## src/source/epu_defines.svh

```systemverilog
// Widths, MSR bank codes, offset select bits, opcode bits, exception indices and vectors
`ifndef EPU_DEFINES_SVH
`define EPU_DEFINES_SVH

`define EPU_DW            32
`define EPU_PC_W          30
`define EPU_PSR_DW        10
`define EPU_NUM_IRQ       8

// MSR address split
`define EPU_BANK_AW       5
`define EPU_BANK_OFF_AW   9

`define EPU_BANK_PS       5'd0
`define EPU_BANK_IRQC     5'd6
`define EPU_BANK_TSC      5'd7

// One-hot offset bits within a bank
`define EPU_MSR_PSR       0
`define EPU_MSR_EPSR      2
`define EPU_MSR_EPC       3
`define EPU_MSR_ELSA      4
`define EPU_MSR_IMR       0
`define EPU_MSR_IRR       1
`define EPU_MSR_TSR       0
`define EPU_MSR_TCR       1

`define EPU_OPC_W         4
`define EPU_OP_RMSR       0
`define EPU_OP_WMSR       1
`define EPU_OP_ERET       2
`define EPU_OP_ESYSCALL   3

`define EPU_EXC_W         9
`define EPU_EXC_ERET      0
`define EPU_EXC_ESYSCALL  1
`define EPU_EXC_EINSN     2
`define EPU_EXC_EIPF      3
`define EPU_EXC_EITM      4
`define EPU_EXC_EIRQ      5
`define EPU_EXC_EDTM      6
`define EPU_EXC_EDPF      7
`define EPU_EXC_EALIGN    8

// Vector byte addresses
`define EPU_VEC_ESYSCALL  32'h0000_0100
`define EPU_VEC_EINSN     32'h0000_0200
`define EPU_VEC_EIPF      32'h0000_0300
`define EPU_VEC_EITM      32'h0000_0400
`define EPU_VEC_EIRQ      32'h0000_0500
`define EPU_VEC_EDTM      32'h0000_0600
`define EPU_VEC_EDPF      32'h0000_0700
`define EPU_VEC_EALIGN    32'h0000_0800

`define EPU_TCR_EN        31
`define EPU_TCR_IE        30
`define EPU_TCR_CNT_W     28

`endif

```

## src/source/epu_pkg.sv

```systemverilog
// Package with the MSR write-data union (raw word or PSR field view)
`include "epu_defines.svh"

package epu_pkg;

   // Committed write word, decoded as PSR fields on a PSR write
   typedef union packed {
      logic [`EPU_DW-1:0] raw;
      struct packed {
         logic [`EPU_DW-`EPU_PSR_DW-1:0] rsvd;
         logic dce;
         logic ice;
         logic dmme;
         logic imme;
         logic ire;
         logic rm;
         // Condition flags
         logic [3:0] cc;
      } psr;
   } wmsr_dat_u;

endpackage

```

## src/source/epu_if.sv

```systemverilog
// Interfaces msr_wr_if (committed MSR write bundle) and msr_upd_if (register update commands)
`timescale 1ns/1ps
`include "epu_defines.svh"

interface msr_wr_if;
   logic psr_we;
   logic epsr_we;
   logic epc_we;
   logic elsa_we;
   logic imr_we;
   logic tsr_we;
   logic tcr_we;
   epu_pkg::wmsr_dat_u dat;

   modport src (output psr_we, epsr_we, epc_we, elsa_we, imr_we, tsr_we, tcr_we, dat);
   modport dst (input psr_we, epsr_we, epc_we, elsa_we, imr_we, tsr_we, tcr_we, dat);
endinterface

interface msr_upd_if;
   logic                   psr_we;
   logic [`EPU_PSR_DW-1:0] psr_nxt;
   logic                   epsr_we;
   logic [`EPU_PSR_DW-1:0] epsr_nxt;
   logic                   epc_we;
   logic [`EPU_DW-1:0]     epc_nxt;
   logic                   elsa_we;
   logic [`EPU_DW-1:0]     elsa_nxt;
   // High while a non-return exception commits
   logic                   exc_ent;

   modport src (output psr_we, psr_nxt, epsr_we, epsr_nxt, epc_we, epc_nxt,
                elsa_we, elsa_nxt, exc_ent);
   modport dst (input psr_we, psr_nxt, epsr_we, epsr_nxt, epc_we, epc_nxt,
                elsa_we, elsa_nxt, exc_ent);
endinterface

```

## src/source/epu_top.sv

```systemverilog
// Module epu_top: exception processing unit top level
`timescale 1ns/1ps
`include "epu_defines.svh"

module epu_top (
   input  logic                    clk,
   input  logic                    arst_n,
   input  logic                    stall,
   input  logic                    ex_valid,
   input  logic [`EPU_OPC_W-1:0]   ex_opc,
   input  logic [`EPU_DW-1:0]      ex_operand1,
   input  logic [`EPU_DW-1:0]      ex_operand2,
   input  logic [`EPU_DW-1:0]      ex_imm,
   input  logic [`EPU_EXC_W-1:0]   commit_exc,
   input  logic [`EPU_PC_W-1:0]    commit_epc,
   input  logic [`EPU_PC_W-1:0]    commit_nepc,
   input  logic [`EPU_DW-1:0]      commit_lsa,
   input  logic                    commit_flush_tlb,
   input  logic [`EPU_PC_W-1:0]    commit_flush_tlb_npc,
   input  logic [`EPU_NUM_IRQ-1:0] irqs,
   output logic [`EPU_DW-1:0]      epu_dout,
   output logic                    epu_dout_valid,
   output logic                    epu_eret,
   output logic                    epu_esyscall,
   output logic                    exc_flush,
   output logic [`EPU_PC_W-1:0]    exc_flush_tgt,
   output logic                    irq_async,
   output logic                    tsc_irq
);

   logic [`EPU_PSR_DW-1:0] psr;
   logic [`EPU_PSR_DW-1:0] epsr;
   logic [`EPU_DW-1:0]     epc;
   logic [`EPU_DW-1:0]     elsa;
   logic [`EPU_DW-1:0]     imr;
   logic [`EPU_DW-1:0]     irr;
   logic [`EPU_DW-1:0]     tsr;
   logic [`EPU_DW-1:0]     tcr;
   epu_pkg::wmsr_dat_u     psr_v;

   msr_wr_if  wr_bus ();
   msr_upd_if upd_bus ();

   // Field view of PSR for the interrupt enable
   assign psr_v.raw = {{(`EPU_DW-`EPU_PSR_DW){1'b0}}, psr};

   msr_access u_msr_access (
      .clk(clk), .arst_n(arst_n), .stall(stall),
      .ex_valid(ex_valid), .ex_opc(ex_opc),
      .ex_operand1(ex_operand1), .ex_operand2(ex_operand2), .ex_imm(ex_imm),
      .psr(psr), .epsr(epsr), .epc(epc), .elsa(elsa),
      .imr(imr), .irr(irr), .tsr(tsr), .tcr(tcr),
      .epu_dout(epu_dout), .epu_dout_valid(epu_dout_valid),
      .epu_eret(epu_eret), .epu_esyscall(epu_esyscall),
      .wr(wr_bus.src)
   );

   exc_commit u_exc_commit (
      .clk(clk), .arst_n(arst_n), .stall(stall),
      .commit_exc(commit_exc), .commit_epc(commit_epc), .commit_nepc(commit_nepc),
      .commit_lsa(commit_lsa), .commit_flush_tlb(commit_flush_tlb),
      .commit_flush_tlb_npc(commit_flush_tlb_npc),
      .epc(epc), .psr(psr), .epsr(epsr),
      .wr(wr_bus.dst), .upd(upd_bus.src),
      .exc_flush(exc_flush), .exc_flush_tgt(exc_flush_tgt)
   );

   msr_file u_msr_file (
      .clk(clk), .arst_n(arst_n), .upd(upd_bus.dst),
      .psr(psr), .epsr(epsr), .epc(epc), .elsa(elsa)
   );

   irq_ctrl u_irq_ctrl (
      .clk(clk), .arst_n(arst_n), .wr(wr_bus.dst),
      .irqs(irqs), .psr_ire(psr_v.psr.ire),
      .imr(imr), .irr(irr), .irq_async(irq_async)
   );

   tsc_timer u_tsc_timer (
      .clk(clk), .arst_n(arst_n), .wr(wr_bus.dst),
      .tsr(tsr), .tcr(tcr), .tsc_irq(tsc_irq)
   );

endmodule

```

## src/source/exc_commit.sv

```systemverilog
// Module exc_commit: next values for PSR, EPSR, EPC and ELSA, flush target and entry edge
`timescale 1ns/1ps
`include "epu_defines.svh"

module exc_commit (
   input  logic                   clk,
   input  logic                   arst_n,
   input  logic                   stall,
   input  logic [`EPU_EXC_W-1:0]  commit_exc,
   input  logic [`EPU_PC_W-1:0]   commit_epc,
   input  logic [`EPU_PC_W-1:0]   commit_nepc,
   input  logic [`EPU_DW-1:0]     commit_lsa,
   input  logic                   commit_flush_tlb,
   input  logic [`EPU_PC_W-1:0]   commit_flush_tlb_npc,
   input  logic [`EPU_DW-1:0]     epc,
   input  logic [`EPU_PSR_DW-1:0] psr,
   input  logic [`EPU_PSR_DW-1:0] epsr,
   msr_wr_if.dst                  wr,
   msr_upd_if.src                 upd,
   output logic                   exc_flush,
   output logic [`EPU_PC_W-1:0]   exc_flush_tgt
);

   // Indexed by exception, ERET has no vector
   localparam logic [`EPU_DW-1:0] exc_vec [`EPU_EXC_W] = '{
      32'h0, `EPU_VEC_ESYSCALL, `EPU_VEC_EINSN, `EPU_VEC_EIPF, `EPU_VEC_EITM,
      `EPU_VEC_EIRQ, `EPU_VEC_EDTM, `EPU_VEC_EDPF, `EPU_VEC_EALIGN
   };

   logic               eret;
   logic               exc_ent;
   logic               exc_ent_q;
   logic               elsa_as_pc;
   logic               elsa_set;
   epu_pkg::wmsr_dat_u epsr_v;
   epu_pkg::wmsr_dat_u psr_n;

   assign eret    = commit_exc[`EPU_EXC_ERET];
   assign exc_ent = |commit_exc & ~eret;

   always_ff @(posedge clk or negedge arst_n) begin
      if (!arst_n) begin
         exc_ent_q <= 1'b0;
      end else begin
         exc_ent_q <= exc_ent;
      end
   end

   // ERET restores the mode fields from EPSR, cache enables and flags stay
   always_comb begin
      epsr_v.raw = {{(`EPU_DW-`EPU_PSR_DW){1'b0}}, epsr};
      psr_n.raw  = {{(`EPU_DW-`EPU_PSR_DW){1'b0}}, psr};
      if (wr.psr_we) begin
         psr_n = wr.dat;
      end else begin
         psr_n.psr.rm   = epsr_v.psr.rm;
         psr_n.psr.ire  = epsr_v.psr.ire;
         psr_n.psr.imme = epsr_v.psr.imme;
         psr_n.psr.dmme = epsr_v.psr.dmme;
      end
   end

   assign upd.psr_we  = wr.psr_we | eret;
   assign upd.psr_nxt = psr_n.raw[`EPU_PSR_DW-1:0];
   assign upd.exc_ent = exc_ent;

   // Old PSR saved only on the first cycle of entry
   assign upd.epsr_we  = wr.epsr_we | (exc_ent & ~exc_ent_q);
   assign upd.epsr_nxt = wr.epsr_we ? wr.dat.raw[`EPU_PSR_DW-1:0] : psr;

   // SYSCALL resumes after the trap, other exceptions at the faulting insn
   assign upd.epc_we  = wr.epc_we | exc_ent;
   assign upd.epc_nxt = wr.epc_we ? wr.dat.raw :
                        commit_exc[`EPU_EXC_ESYSCALL] ? {commit_nepc, 2'b00} :
                        {commit_epc, 2'b00};

   assign elsa_as_pc = commit_exc[`EPU_EXC_EITM] | commit_exc[`EPU_EXC_EIPF] |
                       commit_exc[`EPU_EXC_EINSN];
   assign elsa_set   = elsa_as_pc | commit_exc[`EPU_EXC_EDTM] |
                       commit_exc[`EPU_EXC_EDPF] | commit_exc[`EPU_EXC_EALIGN];

   assign upd.elsa_we  = elsa_set | wr.elsa_we;
   assign upd.elsa_nxt = !elsa_set ? wr.dat.raw :
                         elsa_as_pc ? {commit_epc, 2'b00} : commit_lsa;

   always_comb begin
      exc_flush_tgt = ({`EPU_PC_W{commit_flush_tlb}} & commit_flush_tlb_npc) |
                      ({`EPU_PC_W{eret}} & epc[`EPU_DW-1:2]);
      for (int i = 1; i < `EPU_EXC_W; i++) begin
         exc_flush_tgt = exc_flush_tgt | ({`EPU_PC_W{commit_exc[i]}} & exc_vec[i][`EPU_DW-1:2]);
      end
   end

   assign exc_flush = ~stall & (|commit_exc | commit_flush_tlb);

endmodule

```

## src/source/irq_ctrl.sv

```systemverilog
// Module irq_ctrl: interrupt mask register, raw request view and asynchronous interrupt
`timescale 1ns/1ps
`include "epu_defines.svh"

module irq_ctrl (
   input  logic                    clk,
   input  logic                    arst_n,
   msr_wr_if.dst                   wr,
   input  logic [`EPU_NUM_IRQ-1:0] irqs,
   input  logic                    psr_ire,
   output logic [`EPU_DW-1:0]      imr,
   output logic [`EPU_DW-1:0]      irr,
   output logic                    irq_async
);

   // All lines masked out of reset
   always_ff @(posedge clk or negedge arst_n) begin
      if (!arst_n) begin
         imr <= '1;
      end else if (wr.imr_we) begin
         imr <= wr.dat.raw;
      end
   end

   assign irr = {{(`EPU_DW-`EPU_NUM_IRQ){1'b0}}, irqs};

   assign irq_async = psr_ire & (|(irqs & ~imr[`EPU_NUM_IRQ-1:0]));

endmodule

```

## src/source/msr_access.sv

```systemverilog
// Module msr_access: MSR address decode, read mux, exception strobes and commit-stage register
`timescale 1ns/1ps
`include "epu_defines.svh"

module msr_access (
   input  logic                   clk,
   input  logic                   arst_n,
   input  logic                   stall,
   input  logic                   ex_valid,
   input  logic [`EPU_OPC_W-1:0]  ex_opc,
   input  logic [`EPU_DW-1:0]     ex_operand1,
   input  logic [`EPU_DW-1:0]     ex_operand2,
   input  logic [`EPU_DW-1:0]     ex_imm,
   input  logic [`EPU_PSR_DW-1:0] psr,
   input  logic [`EPU_PSR_DW-1:0] epsr,
   input  logic [`EPU_DW-1:0]     epc,
   input  logic [`EPU_DW-1:0]     elsa,
   input  logic [`EPU_DW-1:0]     imr,
   input  logic [`EPU_DW-1:0]     irr,
   input  logic [`EPU_DW-1:0]     tsr,
   input  logic [`EPU_DW-1:0]     tcr,
   output logic [`EPU_DW-1:0]     epu_dout,
   output logic                   epu_dout_valid,
   output logic                   epu_eret,
   output logic                   epu_esyscall,
   msr_wr_if.src                  wr
);

   logic [`EPU_DW-1:0]          msr_addr;
   logic [`EPU_BANK_AW-1:0]     bank;
   logic [`EPU_BANK_OFF_AW-1:0] off;
   logic                        bank_ps;
   logic                        bank_irqc;
   logic                        bank_tsc;
   logic [`EPU_DW-1:0]          psr_ext;
   logic [`EPU_DW-1:0]          epsr_ext;
   logic [`EPU_DW-1:0]          dout_ps;
   logic [`EPU_DW-1:0]          dout_irqc;
   logic [`EPU_DW-1:0]          dout_tsc;
   logic                        wmsr;

   // Address is operand1 with the 15-bit immediate OR-ed in
   assign msr_addr = ex_operand1 | {{(`EPU_DW-15){1'b0}}, ex_imm[14:0]};
   assign bank = msr_addr[`EPU_BANK_AW+`EPU_BANK_OFF_AW-1:`EPU_BANK_OFF_AW];
   assign off  = msr_addr[`EPU_BANK_OFF_AW-1:0];

   assign bank_ps   = (bank == `EPU_BANK_PS);
   assign bank_irqc = (bank == `EPU_BANK_IRQC);
   assign bank_tsc  = (bank == `EPU_BANK_TSC);

   assign psr_ext  = {{(`EPU_DW-`EPU_PSR_DW){1'b0}}, psr};
   assign epsr_ext = {{(`EPU_DW-`EPU_PSR_DW){1'b0}}, epsr};

   assign dout_ps = ({`EPU_DW{off[`EPU_MSR_PSR]}} & psr_ext) |
                    ({`EPU_DW{off[`EPU_MSR_EPSR]}} & epsr_ext) |
                    ({`EPU_DW{off[`EPU_MSR_EPC]}} & epc) |
                    ({`EPU_DW{off[`EPU_MSR_ELSA]}} & elsa);
   assign dout_irqc = ({`EPU_DW{off[`EPU_MSR_IMR]}} & imr) |
                      ({`EPU_DW{off[`EPU_MSR_IRR]}} & irr);
   assign dout_tsc = ({`EPU_DW{off[`EPU_MSR_TSR]}} & tsr) |
                     ({`EPU_DW{off[`EPU_MSR_TCR]}} & tcr);

   assign epu_dout = ({`EPU_DW{bank_ps}} & dout_ps) |
                     ({`EPU_DW{bank_irqc}} & dout_irqc) |
                     ({`EPU_DW{bank_tsc}} & dout_tsc);

   assign epu_dout_valid = ex_valid & ex_opc[`EPU_OP_RMSR];
   assign epu_eret       = ex_valid & ex_opc[`EPU_OP_ERET];
   assign epu_esyscall   = ex_valid & ex_opc[`EPU_OP_ESYSCALL];

   assign wmsr = ex_valid & ex_opc[`EPU_OP_WMSR];

   // Write strobes into the commit stage, held during stall
   always_ff @(posedge clk or negedge arst_n) begin
      if (!arst_n) begin
         wr.psr_we  <= 1'b0;
         wr.epsr_we <= 1'b0;
         wr.epc_we  <= 1'b0;
         wr.elsa_we <= 1'b0;
         wr.imr_we  <= 1'b0;
         wr.tsr_we  <= 1'b0;
         wr.tcr_we  <= 1'b0;
      end else if (!stall) begin
         wr.psr_we  <= wmsr & bank_ps & off[`EPU_MSR_PSR];
         wr.epsr_we <= wmsr & bank_ps & off[`EPU_MSR_EPSR];
         wr.epc_we  <= wmsr & bank_ps & off[`EPU_MSR_EPC];
         wr.elsa_we <= wmsr & bank_ps & off[`EPU_MSR_ELSA];
         wr.imr_we  <= wmsr & bank_irqc & off[`EPU_MSR_IMR];
         wr.tsr_we  <= wmsr & bank_tsc & off[`EPU_MSR_TSR];
         wr.tcr_we  <= wmsr & bank_tsc & off[`EPU_MSR_TCR];
      end
   end

   always_ff @(posedge clk) begin
      if (!stall) begin
         wr.dat.raw <= ex_operand2;
      end
   end

endmodule

```

## src/source/msr_file.sv

```systemverilog
// Module msr_file: PSR, EPSR, EPC and ELSA registers
`timescale 1ns/1ps
`include "epu_defines.svh"

module msr_file (
   input  logic                   clk,
   input  logic                   arst_n,
   msr_upd_if.dst                 upd,
   output logic [`EPU_PSR_DW-1:0] psr,
   output logic [`EPU_PSR_DW-1:0] epsr,
   output logic [`EPU_DW-1:0]     epc,
   output logic [`EPU_DW-1:0]     elsa
);

   epu_pkg::wmsr_dat_u psr_ent;

   // Entry switches to kernel mode with IRQs and MMUs off
   always_comb begin
      psr_ent.raw      = {{(`EPU_DW-`EPU_PSR_DW){1'b0}}, psr};
      psr_ent.psr.rm   = 1'b1;
      psr_ent.psr.ire  = 1'b0;
      psr_ent.psr.imme = 1'b0;
      psr_ent.psr.dmme = 1'b0;
   end

   always_ff @(posedge clk or negedge arst_n) begin
      if (!arst_n) begin
         psr <= '0;
      end else if (upd.psr_we) begin
         psr <= upd.psr_nxt;
      end else if (upd.exc_ent) begin
         psr <= psr_ent.raw[`EPU_PSR_DW-1:0];
      end
   end

   always_ff @(posedge clk) begin
      if (upd.epsr_we) begin
         epsr <= upd.epsr_nxt;
      end
      if (upd.epc_we) begin
         epc <= upd.epc_nxt;
      end
      if (upd.elsa_we) begin
         elsa <= upd.elsa_nxt;
      end
   end

endmodule

```

## src/source/tsc_timer.sv

```systemverilog
// Module tsc_timer: timestamp counter TSR, control register TCR and timer interrupt
`timescale 1ns/1ps
`include "epu_defines.svh"

module tsc_timer (
   input  logic               clk,
   input  logic               arst_n,
   msr_wr_if.dst              wr,
   output logic [`EPU_DW-1:0] tsr,
   output logic [`EPU_DW-1:0] tcr,
   output logic               tsc_irq
);

   logic cmp_hit;

   assign cmp_hit = (tsr[`EPU_TCR_CNT_W-1:0] == tcr[`EPU_TCR_CNT_W-1:0]);

   always_ff @(posedge clk or negedge arst_n) begin
      if (!arst_n) begin
         tsr     <= '0;
         tcr     <= '0;
         tsc_irq <= 1'b0;
      end else begin
         // Software write overrides the count
         if (wr.tsr_we) begin
            tsr <= wr.dat.raw;
         end else if (tcr[`EPU_TCR_EN]) begin
            tsr <= tsr + 1'b1;
         end
         if (wr.tcr_we) begin
            tcr <= wr.dat.raw;
         end
         // Sticky until TCR is rewritten
         if (wr.tcr_we) begin
            tsc_irq <= 1'b0;
         end else if (tcr[`EPU_TCR_IE] && cmp_hit) begin
            tsc_irq <= 1'b1;
         end
      end
   end

endmodule
```

## config.mk

```make
export PLATFORM = sky130hd
export DESIGN_NAME = epu_top
export DESIGN_NICKNAME = d
export VERILOG_FILES = /design/src/source/epu_pkg.sv /design/src/source/epu_if.sv /design/src/source/epu_top.sv /design/src/source/exc_commit.sv /design/src/source/irq_ctrl.sv /design/src/source/msr_access.sv /design/src/source/msr_file.sv /design/src/source/tsc_timer.sv
export VERILOG_INCLUDE_DIRS = /design/src /design/src/source
export SDC_FILE = /design/constraint.sdc
export NUM_CORES = 1
export LEC_CHECK = 0
export BUFFER_PORTS_ARGS = -buffer_cell sky130_fd_sc_hd__buf_2
export CAP_MARGIN = 30
export CORE_MARGIN = 10
export CORE_UTILIZATION = 35
export DETAILED_ROUTE_END_ITERATION = 8
export HOLD_SLACK_MARGIN = 0.12
export PLACE_DENSITY = 0.67
export REMOVE_ABC_BUFFERS = 1
export SLEW_MARGIN = 20
export SYNTH_ARGS = -nofsm -noshare
export SYNTH_HDL_FRONTEND = slang
export SYNTH_HIERARCHICAL = 1
export SYNTH_SLANG_ARGS = --single-unit
```

## constraint.sdc

```tcl
create_clock -name clk -period 2.6 [get_ports clk]
set_input_delay 0.26 -clock clk [delete_from_list [all_inputs] [get_ports clk]]
set_output_delay 0.26 -clock clk [all_outputs]
set_load 0.05 [all_outputs]
```

==> results.txt, run 1 <==
GR Overflow Total - 0
Clock Pin Slew Worst Setup and Hold Paths - 60 ps
Fin crit share - 87.6%
Core ar. - 0.0355 mm²
Cell Area, Synth - 0.0126 mm²
Die Wd - 210 µm
Final Hold Fails - 0
Post-Syn Area per Cell - 11.7 µm²
CP startpoint - ex_imm[9]
Status - finished, final reports clean
Detailed-route via count - 10.2k
Post-synth top area share - 25.3%
Most frequent cells in the layout - 244 x buf_2, 106 x mux2_2, 106 x edfxtp_1
Final Critical Period - 2280 ps
Final Cell Area - 0.0165 mm²
Synth Area in Adders - 0.0994%
Leakage - 6.97 nW
Met2 wire length - 20,000 µm
Slew headroom - 49.0%
Cell depth of the worst flop-to-flop path - 4
Asr flop ratio synth - 52.0%
Critical Path Max Stage Delay - 570 ps
Post-DP Area - 0.0146 mm²
Number of buffers created by CTS - 27
Critical R2R Launch - u_tsc_timer/tsr[5]
CP cell instances - buf_2 -> nor4_4 -> and4_1 -> buf_4 -> nand4_1 -> dlygate4sd3_1 -> o21ai_1 -> dlygate4sd3_1
Antenna Nets Post-Route - 0
Seq cells post-synth - 221
Distinct cells, synth - 64
IO Pins - 312
CP Capture Type - flop
CP required - 3070 ps
PwrDens - 613 mW/mm²
Final setup TNS - 0 ps
Layout cell share with drive strength beyond 1 - 38.0%
Final setup fails - 0
Mean routed wirelength per cell - 21.8 µm
Row cnt - 69
Die ar. - 0.0439 mm²
Seq. cell area - 0.00610 mm²
Startpoint types - input port
Root Driver - clkbuf_16
RR Endpoint - u_tsc_timer/tsr[27]
RSZ-0062 raised after global routing - no
Fraction of synthesized area in multiplexers - 17.1%
Most common cell after layout, fill and taps aside - buf_2
Slew Viols, Final - 0
Maximum clock frequency - 0.439 GHz
Largest net degree at the start of global routing - 64
Dpl ws - 333 ps
Port buffer count - 267
Die height - 210 µm
Main combinational cell family by area after synthesis - multiplexers
Compound-Gate Fraction of Synth Area - 16.4%
All-Layer GR Usage - 18.0%
Critical-path top delay cell - dlygate4sd3_1
Initial DRC Count - 603
Placed Cells - 1,751
Routability congestion estimate - 0.855
DR top layer - met4
Peak supply drop - 419 µV
CTS tree - done
Filler cell count - 3,158
Worst-Margin Slew - 764 ps
Reg-to-reg slack, setup - 360 ps
H-Tree Depth - 1
Xor/xnor share of the synthesized area - 2.78%
Crit Path Max Fanout - 26
Most frequent CP cell - dlygate4sd3_1
Clock sinks - 221
Starting Density - 35.5%
Synth warnings - 6
Vias per inst - 5.36
Clk buf depth - 3
Crit path DAT - 2750 ps
WL met3 - 2450 µm
Sequential share of the synthesized area - 48.5%
Crit path to - u_msr_access/wr.elsa_we
Routed wire length - 41,500 µm
Vias in the first global route - 10.8k
M1 WL - 18,300 µm
Gate count of the mapped netlist - 1,078
Area grow syn2layout - 31.2%
Global-route wire length before repair - 62,600 µm
Multi-input gate area - 0.00583 mm²
Simple-gate share of the synthesized area - 9.18%
PnR worst setup slack - 323 ps
Hold Path Class - input port to flop
Ys flop type - edfxtp_1
Antenna violations before repair - 0
Post-synth top area cell - edfxtp_1
Layout Cells excl Fill - 1,900
HPWL after DPL - 29,200 µm
# DRC - 0
Number of synthesized flops with an enable pin - 106
Final Net Count - 1,663
Max-cap viol count - 0
Dominant cells by area after synthesis - edfxtp_1 25%, dfrtp_1 17%, mux2_2 9.5%, dfstp_2 6.7%, mux2_4 4.9%
Worst-skew pair later-pin latency - 530 ps
CP Class - input port to flop
Post-CTS setup buffers - 0
DRT Pass-1 Iters - 5
Clk_skew - 9.87 ps
-- synthesized netlist by cell type (22+ instances only) --
cell / instances
o221ai_1: 22
dfrtp_1: 83
edfxtp_1: 106
buf_4: 35
clkbuf_1: 53
nand2_1: 95
a22o_1: 59
xor2_1: 33
nor2_1: 31
mux2_2: 106
mux2_4: 41
dfstp_2: 32
a22oi_1: 65
o21ai_0: 45
mux2i_1: 34
-- through the flow --
stage / power [mW] / hold WS (ps) / utilization, %
3_3_place_gp: 6.10 / 386 / 41.0
6_report: 10.1 / 139 / 46.5
4_1_cts: 10.2 / 120 / 46.5
3_5_place_dp: 6.16 / 384 / 41.1
5_1_grt: 10.6 / 148 / 46.5
2_1_floorplan: 5.37 / -35.6 / -
-- repair_timing --
| item | CTS | global route |
|---|---|---|
| hold endpoints to repair | 101 | 0 |
| resized for setup | 0 | 0 |
| hold buffers | 99 | 0 |
-- logic make-up after synthesis --
| family | after synthesis |
|---|---|
| compound gates | 277 |
| simple gates | 224 |
| flops | 221 |
| mux | 181 |
| buf+inv | 133 |
| xor+xnor | 40 |
| fa+ha+maj | 1 |
| other cells | 1 |
-- critical path, delay by kind of cell --
family,cells,cell delay [ps]
AND/OR/NAND/NOR,3,770
buffers and inverters,4,1600
AO/OA/AOI/OAI,1,110
-- report_power, final --
group	total [mW]	switching (mW)	internal, mW
Sequential	4.40	0.356	4.04
Clock	3.90	1.48	2.42
Combinational	1.84	0.983	0.852
-- flip-flops by register name (all words and copies together), names as in the netlist, 10 cells and up --
| signal | flops |
|---|---|
| u_irq_ctrl/imr | 32 |
| u_msr_access/wr.dat | 32 |
| u_msr_file/elsa | 32 |
| u_msr_file/epc | 32 |
| u_tsc_timer/tcr | 32 |
| u_tsc_timer/tsr | 32 |
| u_msr_file/epsr | 10 |
| u_msr_file/psr | 10 |
-- area by class of cell --
cell class	count	area share [%]
repair buffers	403	18.2
multi-input cells	747	35.3
diodes	1	0.0152
well taps	461	3.49
inverters	18	0.409
clock inverters	9	0.568
flip-flops and latches	221	37.0
clock buffers	40	5.08
-- metal layers --
metal	track usage, %	vias to the layer above
met1	23.2	5041
li1	-	4786
met2	30.2	304
met5	0	-
met4	4.66	0
met3	3.46	48
-- how the worst min path moves through the flow --
stage / startpoint / endpoint / slack, ps / cells past startpoint
2_1_floorplan: arst_n / u_exc_commit/exc_ent_q / -40 / 0
6_report: commit_epc[17] / u_msr_file/epc[19] / 140 / 3
3_3_place_gp: arst_n / u_msr_file/psr[1] / 390 / 1
4_1_cts: commit_nepc[14] / u_msr_file/epc[16] / 120 / 3
5_1_grt: commit_lsa[30] / u_msr_file/elsa[30] / 150 / 3
3_5_place_dp: arst_n / u_msr_file/psr[1] / 380 / 1
No activity file was read; power rests on OpenSTA's default activity.
==> run 2, diff against run 1 <==
--- a/config.mk
+++ b/config.mk
@@ -8,10 +8,12 @@
 export LEC_CHECK = 0
 export BUFFER_PORTS_ARGS = -buffer_cell sky130_fd_sc_hd__buf_2
 export CAP_MARGIN = 30
+export CORE_ASPECT_RATIO = 1.25
 export CORE_MARGIN = 10
 export CORE_UTILIZATION = 35
 export DETAILED_ROUTE_END_ITERATION = 8
 export HOLD_SLACK_MARGIN = 0.12
+export MAX_ROUTING_LAYER = met4
 export PLACE_DENSITY = 0.67
 export REMOVE_ABC_BUFFERS = 1
 export SLEW_MARGIN = 20
==> run 2 against run 1 <==
  * Register-to-register slack got worse by 40 ps
  * Clock power shrank 10%
  * Critical path type unchanged
  * Largest power group unchanged
  * Core utilization shrank 0.84 points
==> results.txt, run 2 (synthesis results as in run 1) <==
Starting Density - 35.5% (about the same)
Most common cell after layout, fill and taps aside - buf_2 (unchanged)
Final core utilization - 45.7% (was 46.5%)
Slew headroom - 42.2% (was 49.0%)
GRT met2 Usage - 33.7% (was 30.2%)
Port buffer count - 267 (unchanged)
Final setup fails - 0 (unchanged)
Clk_skew - 7.98 ps (was 9.87 ps)
GR Overflow Total - 0 (unchanged)
Routability congestion estimate - 0.885 (was 0.855)
Clock power frac - 36.1% (was 38.5%)
Crit Path Max Fanout - 26 (unchanged)
NetSw - 2.74 mW (was 2.82 mW)
Hold Path Class - input port to flop (unchanged)
Row cnt - 77 (was 69)
Clock sinks - 221 (unchanged)
Crit path DAT - 2770 ps (was 2750 ps)
Dpl ws - 345 ps (was 333 ps)
Clock Pin Slew Worst Setup and Hold Paths - 60 ps (about the same)
Vias per inst - 5.31 (was 5.36)
Die Wd - 190 µm (was 210 µm)
Status - finished, final reports clean (unchanged)
Vias in the first global route - 10.9k (was 10.8k)
Final Net Count - 1,648 (was 1,663)
Logic pwr share - 18.6% (was 18.1%)
M3 GR Usage - 2.22% (was 3.46%)
H-Tree Depth - 1 (unchanged)
Final setup TNS - 0 ps (unchanged)
Antenna Nets Post-Route - 0 (unchanged)
CP Capture Type - flop (unchanged)
Leakage - 6.86 nW (was 6.97 nW)
Grt met1 use - 21.7% (was 23.2%)
PnR worst setup slack - 292 ps (was 323 ps)
Area grow syn2layout - 28.8% (was 31.2%)
Global-route wire length before repair - 63,100 µm (was 62,600 µm)
Largest net degree at the start of global routing - 76 (was 64)
Placed Cells - 1,765 (was 1,751)
IO Pins - 312 (unchanged)
Die height - 232 µm (was 210 µm)
Root Driver - clkbuf_16 (unchanged)
Antenna violations before repair - 0 (unchanged)
Routed wire length - 41,200 µm (was 41,500 µm)
All-Layer GR Usage - 18.6% (was 18.0%)
Detailed-route via count - 10.1k (was 10.2k)
Final Cell Area - 0.0162 mm² (was 0.0165 mm²)
Clk buf depth - 3 (unchanged)
Worst-skew pair later-pin latency - 530 ps (about the same)
Cell Int Power - 6.95 mW (was 7.31 mW)
CTS tree - done (unchanged)
PwrDens - 598 mW/mm² (was 613 mW/mm²)
Startpoint types - input port (unchanged)
Mean routed wirelength per cell - 21.8 µm (about the same)
RSZ-0062 raised after global routing - no (unchanged)
Layout Cells excl Fill - 1,895 (was 1,900)
Layout cell share with drive strength beyond 1 - 38.3% (was 38.0%)
Diodes inserted - 0 (was 1)
Most frequent CP cell - dlygate4sd3_1 (unchanged)
Initial DRC Count - 643 (was 603)
Number of buffers created by CTS - 25 (was 27)
CP Class - input port to flop (unchanged)
Final Critical Period - 2310 ps (was 2280 ps)
Crit-path leading delay family - buffers and inverters (unchanged)
Flop pwr share - 45.3% (was 43.4%)
CP required - 3060 ps (was 3070 ps)
Post-CTS setup buffers - 0 (unchanged)
Hold_ws - 134 ps (was 139 ps)
Fin crit share - 88.8% (was 87.6%)
Most frequent cells in the layout - 250 x buf_2, 106 x mux2_2, 106 x edfxtp_1 (was 244 x buf_2, 106 x mux2_2, 106 x edfxtp_1)
Max-cap viol count - 0 (unchanged)
Overall power - 9.69 mW (was 10.1 mW)
Peak supply drop - 409 µV (was 419 µV)
HPWL after DPL - 29,400 µm (was 29,200 µm)
DRT Pass-1 Iters - 7 (was 5)
Die ar. - 0.0440 mm² (was 0.0439 mm²)
CP cell instances - buf_2 -> nor4_4 -> and4_1 -> buf_4 -> nand4_1 -> dlygate4sd3_1 -> o21ai_1 -> dlygate4sd3_1 (unchanged)
Worst-Margin Slew - 867 ps (was 764 ps)
Slew Viols, Final - 0 (unchanged)
Post-DP Area - 0.0146 mm² (about the same)
Busiest layer in global routing - met2 (unchanged)
Final Hold Fails - 0 (unchanged)
Core ar. - 0.0355 mm² (about the same)
Critical-path top delay cell - dlygate4sd3_1 (unchanged)
Buffer and inverter count on the worst path - 4 (unchanged)
Critical Path Max Stage Delay - 590 ps (was 570 ps)
Maximum clock frequency - 0.433 GHz (was 0.439 GHz)
# DRC - 0 (unchanged)
Sw Ratio - 28.3% (was 27.8%)
## run 2: cell types whose count changed in the layout (fill, tap and decap cells not counted), moves of 2 or more
cell | previous run | this run
buf_4 | 34 | 32
buf_2 | 244 | 250
dlygate4sd3_1 | 99 | 85
buf_12 | 24 | 22
clkinv_2 | 3 | 6
clkbuf_16 | 31 | 25
## run 2: layout make-up
| cell class | instances | area, µm² |
|---|---|---|
| fillers | 3366 | 19300 |
| well taps | 474 | 593 |
| clock buffers | 35 | 703 |
| multi-input cells | 747 | 5830 |
| clock inverters | 10 | 97.6 |
| repair buffers | 390 | 2810 |
| inverters | 18 | 67.6 |
| flip-flops and latches | 221 | 6100 |
## run 2: metal layers
metal	wire length (µm)	share of wire, %	vias to the layer above
met3	1710	4.1	46
met2	21900	53	266
met1	17000	41	5007
met4	574	1.4	0
li1	-	-	4748
met5	0	0	-
## run 2: worst reg2reg max path, cell delays in order, from the launching register on
cell and delay [ps]:
dfrtp_1 350, ha_1 270, nand4_1 210, or4_1 690
or4_1 510, a31oi_1 170
## run 2: path summary, 6_finish.rpt
kind	startpoint	to	slack (ps)	depth (start not counted)
max in group asynchronous	arst_n	u_msr_file/psr[1]	1660	3
max reg2reg	u_tsc_timer/tsr[0]	u_tsc_timer/tsr[26]	320	5
min reg2reg	u_msr_access/wr.elsa_we	u_msr_access/wr.elsa_we	510	2
min	commit_lsa[31]	u_msr_file/elsa[31]	130	3
max	ex_imm[9]	u_msr_access/wr.epc_we	290	8
min in group asynchronous	arst_n	u_tsc_timer/tcr[27]	240	2
## run 2: power groups by stage
stage	registers, mW	clock network (mW)	logic, mW
after global placement	4.44	0	1.67
after global routing	4.44	3.73	1.95
after detailed placement	4.46	0	1.70
after floorplan	4.39	0	0.980
after CTS	4.40	3.60	1.81
final	4.39	3.50	1.80
## run 2: timing repair
action | in CTS | in global routing
endpoints found under the hold margin | 158 | 0
resized for setup | 0 | 0
hold buffers | 85 | 0
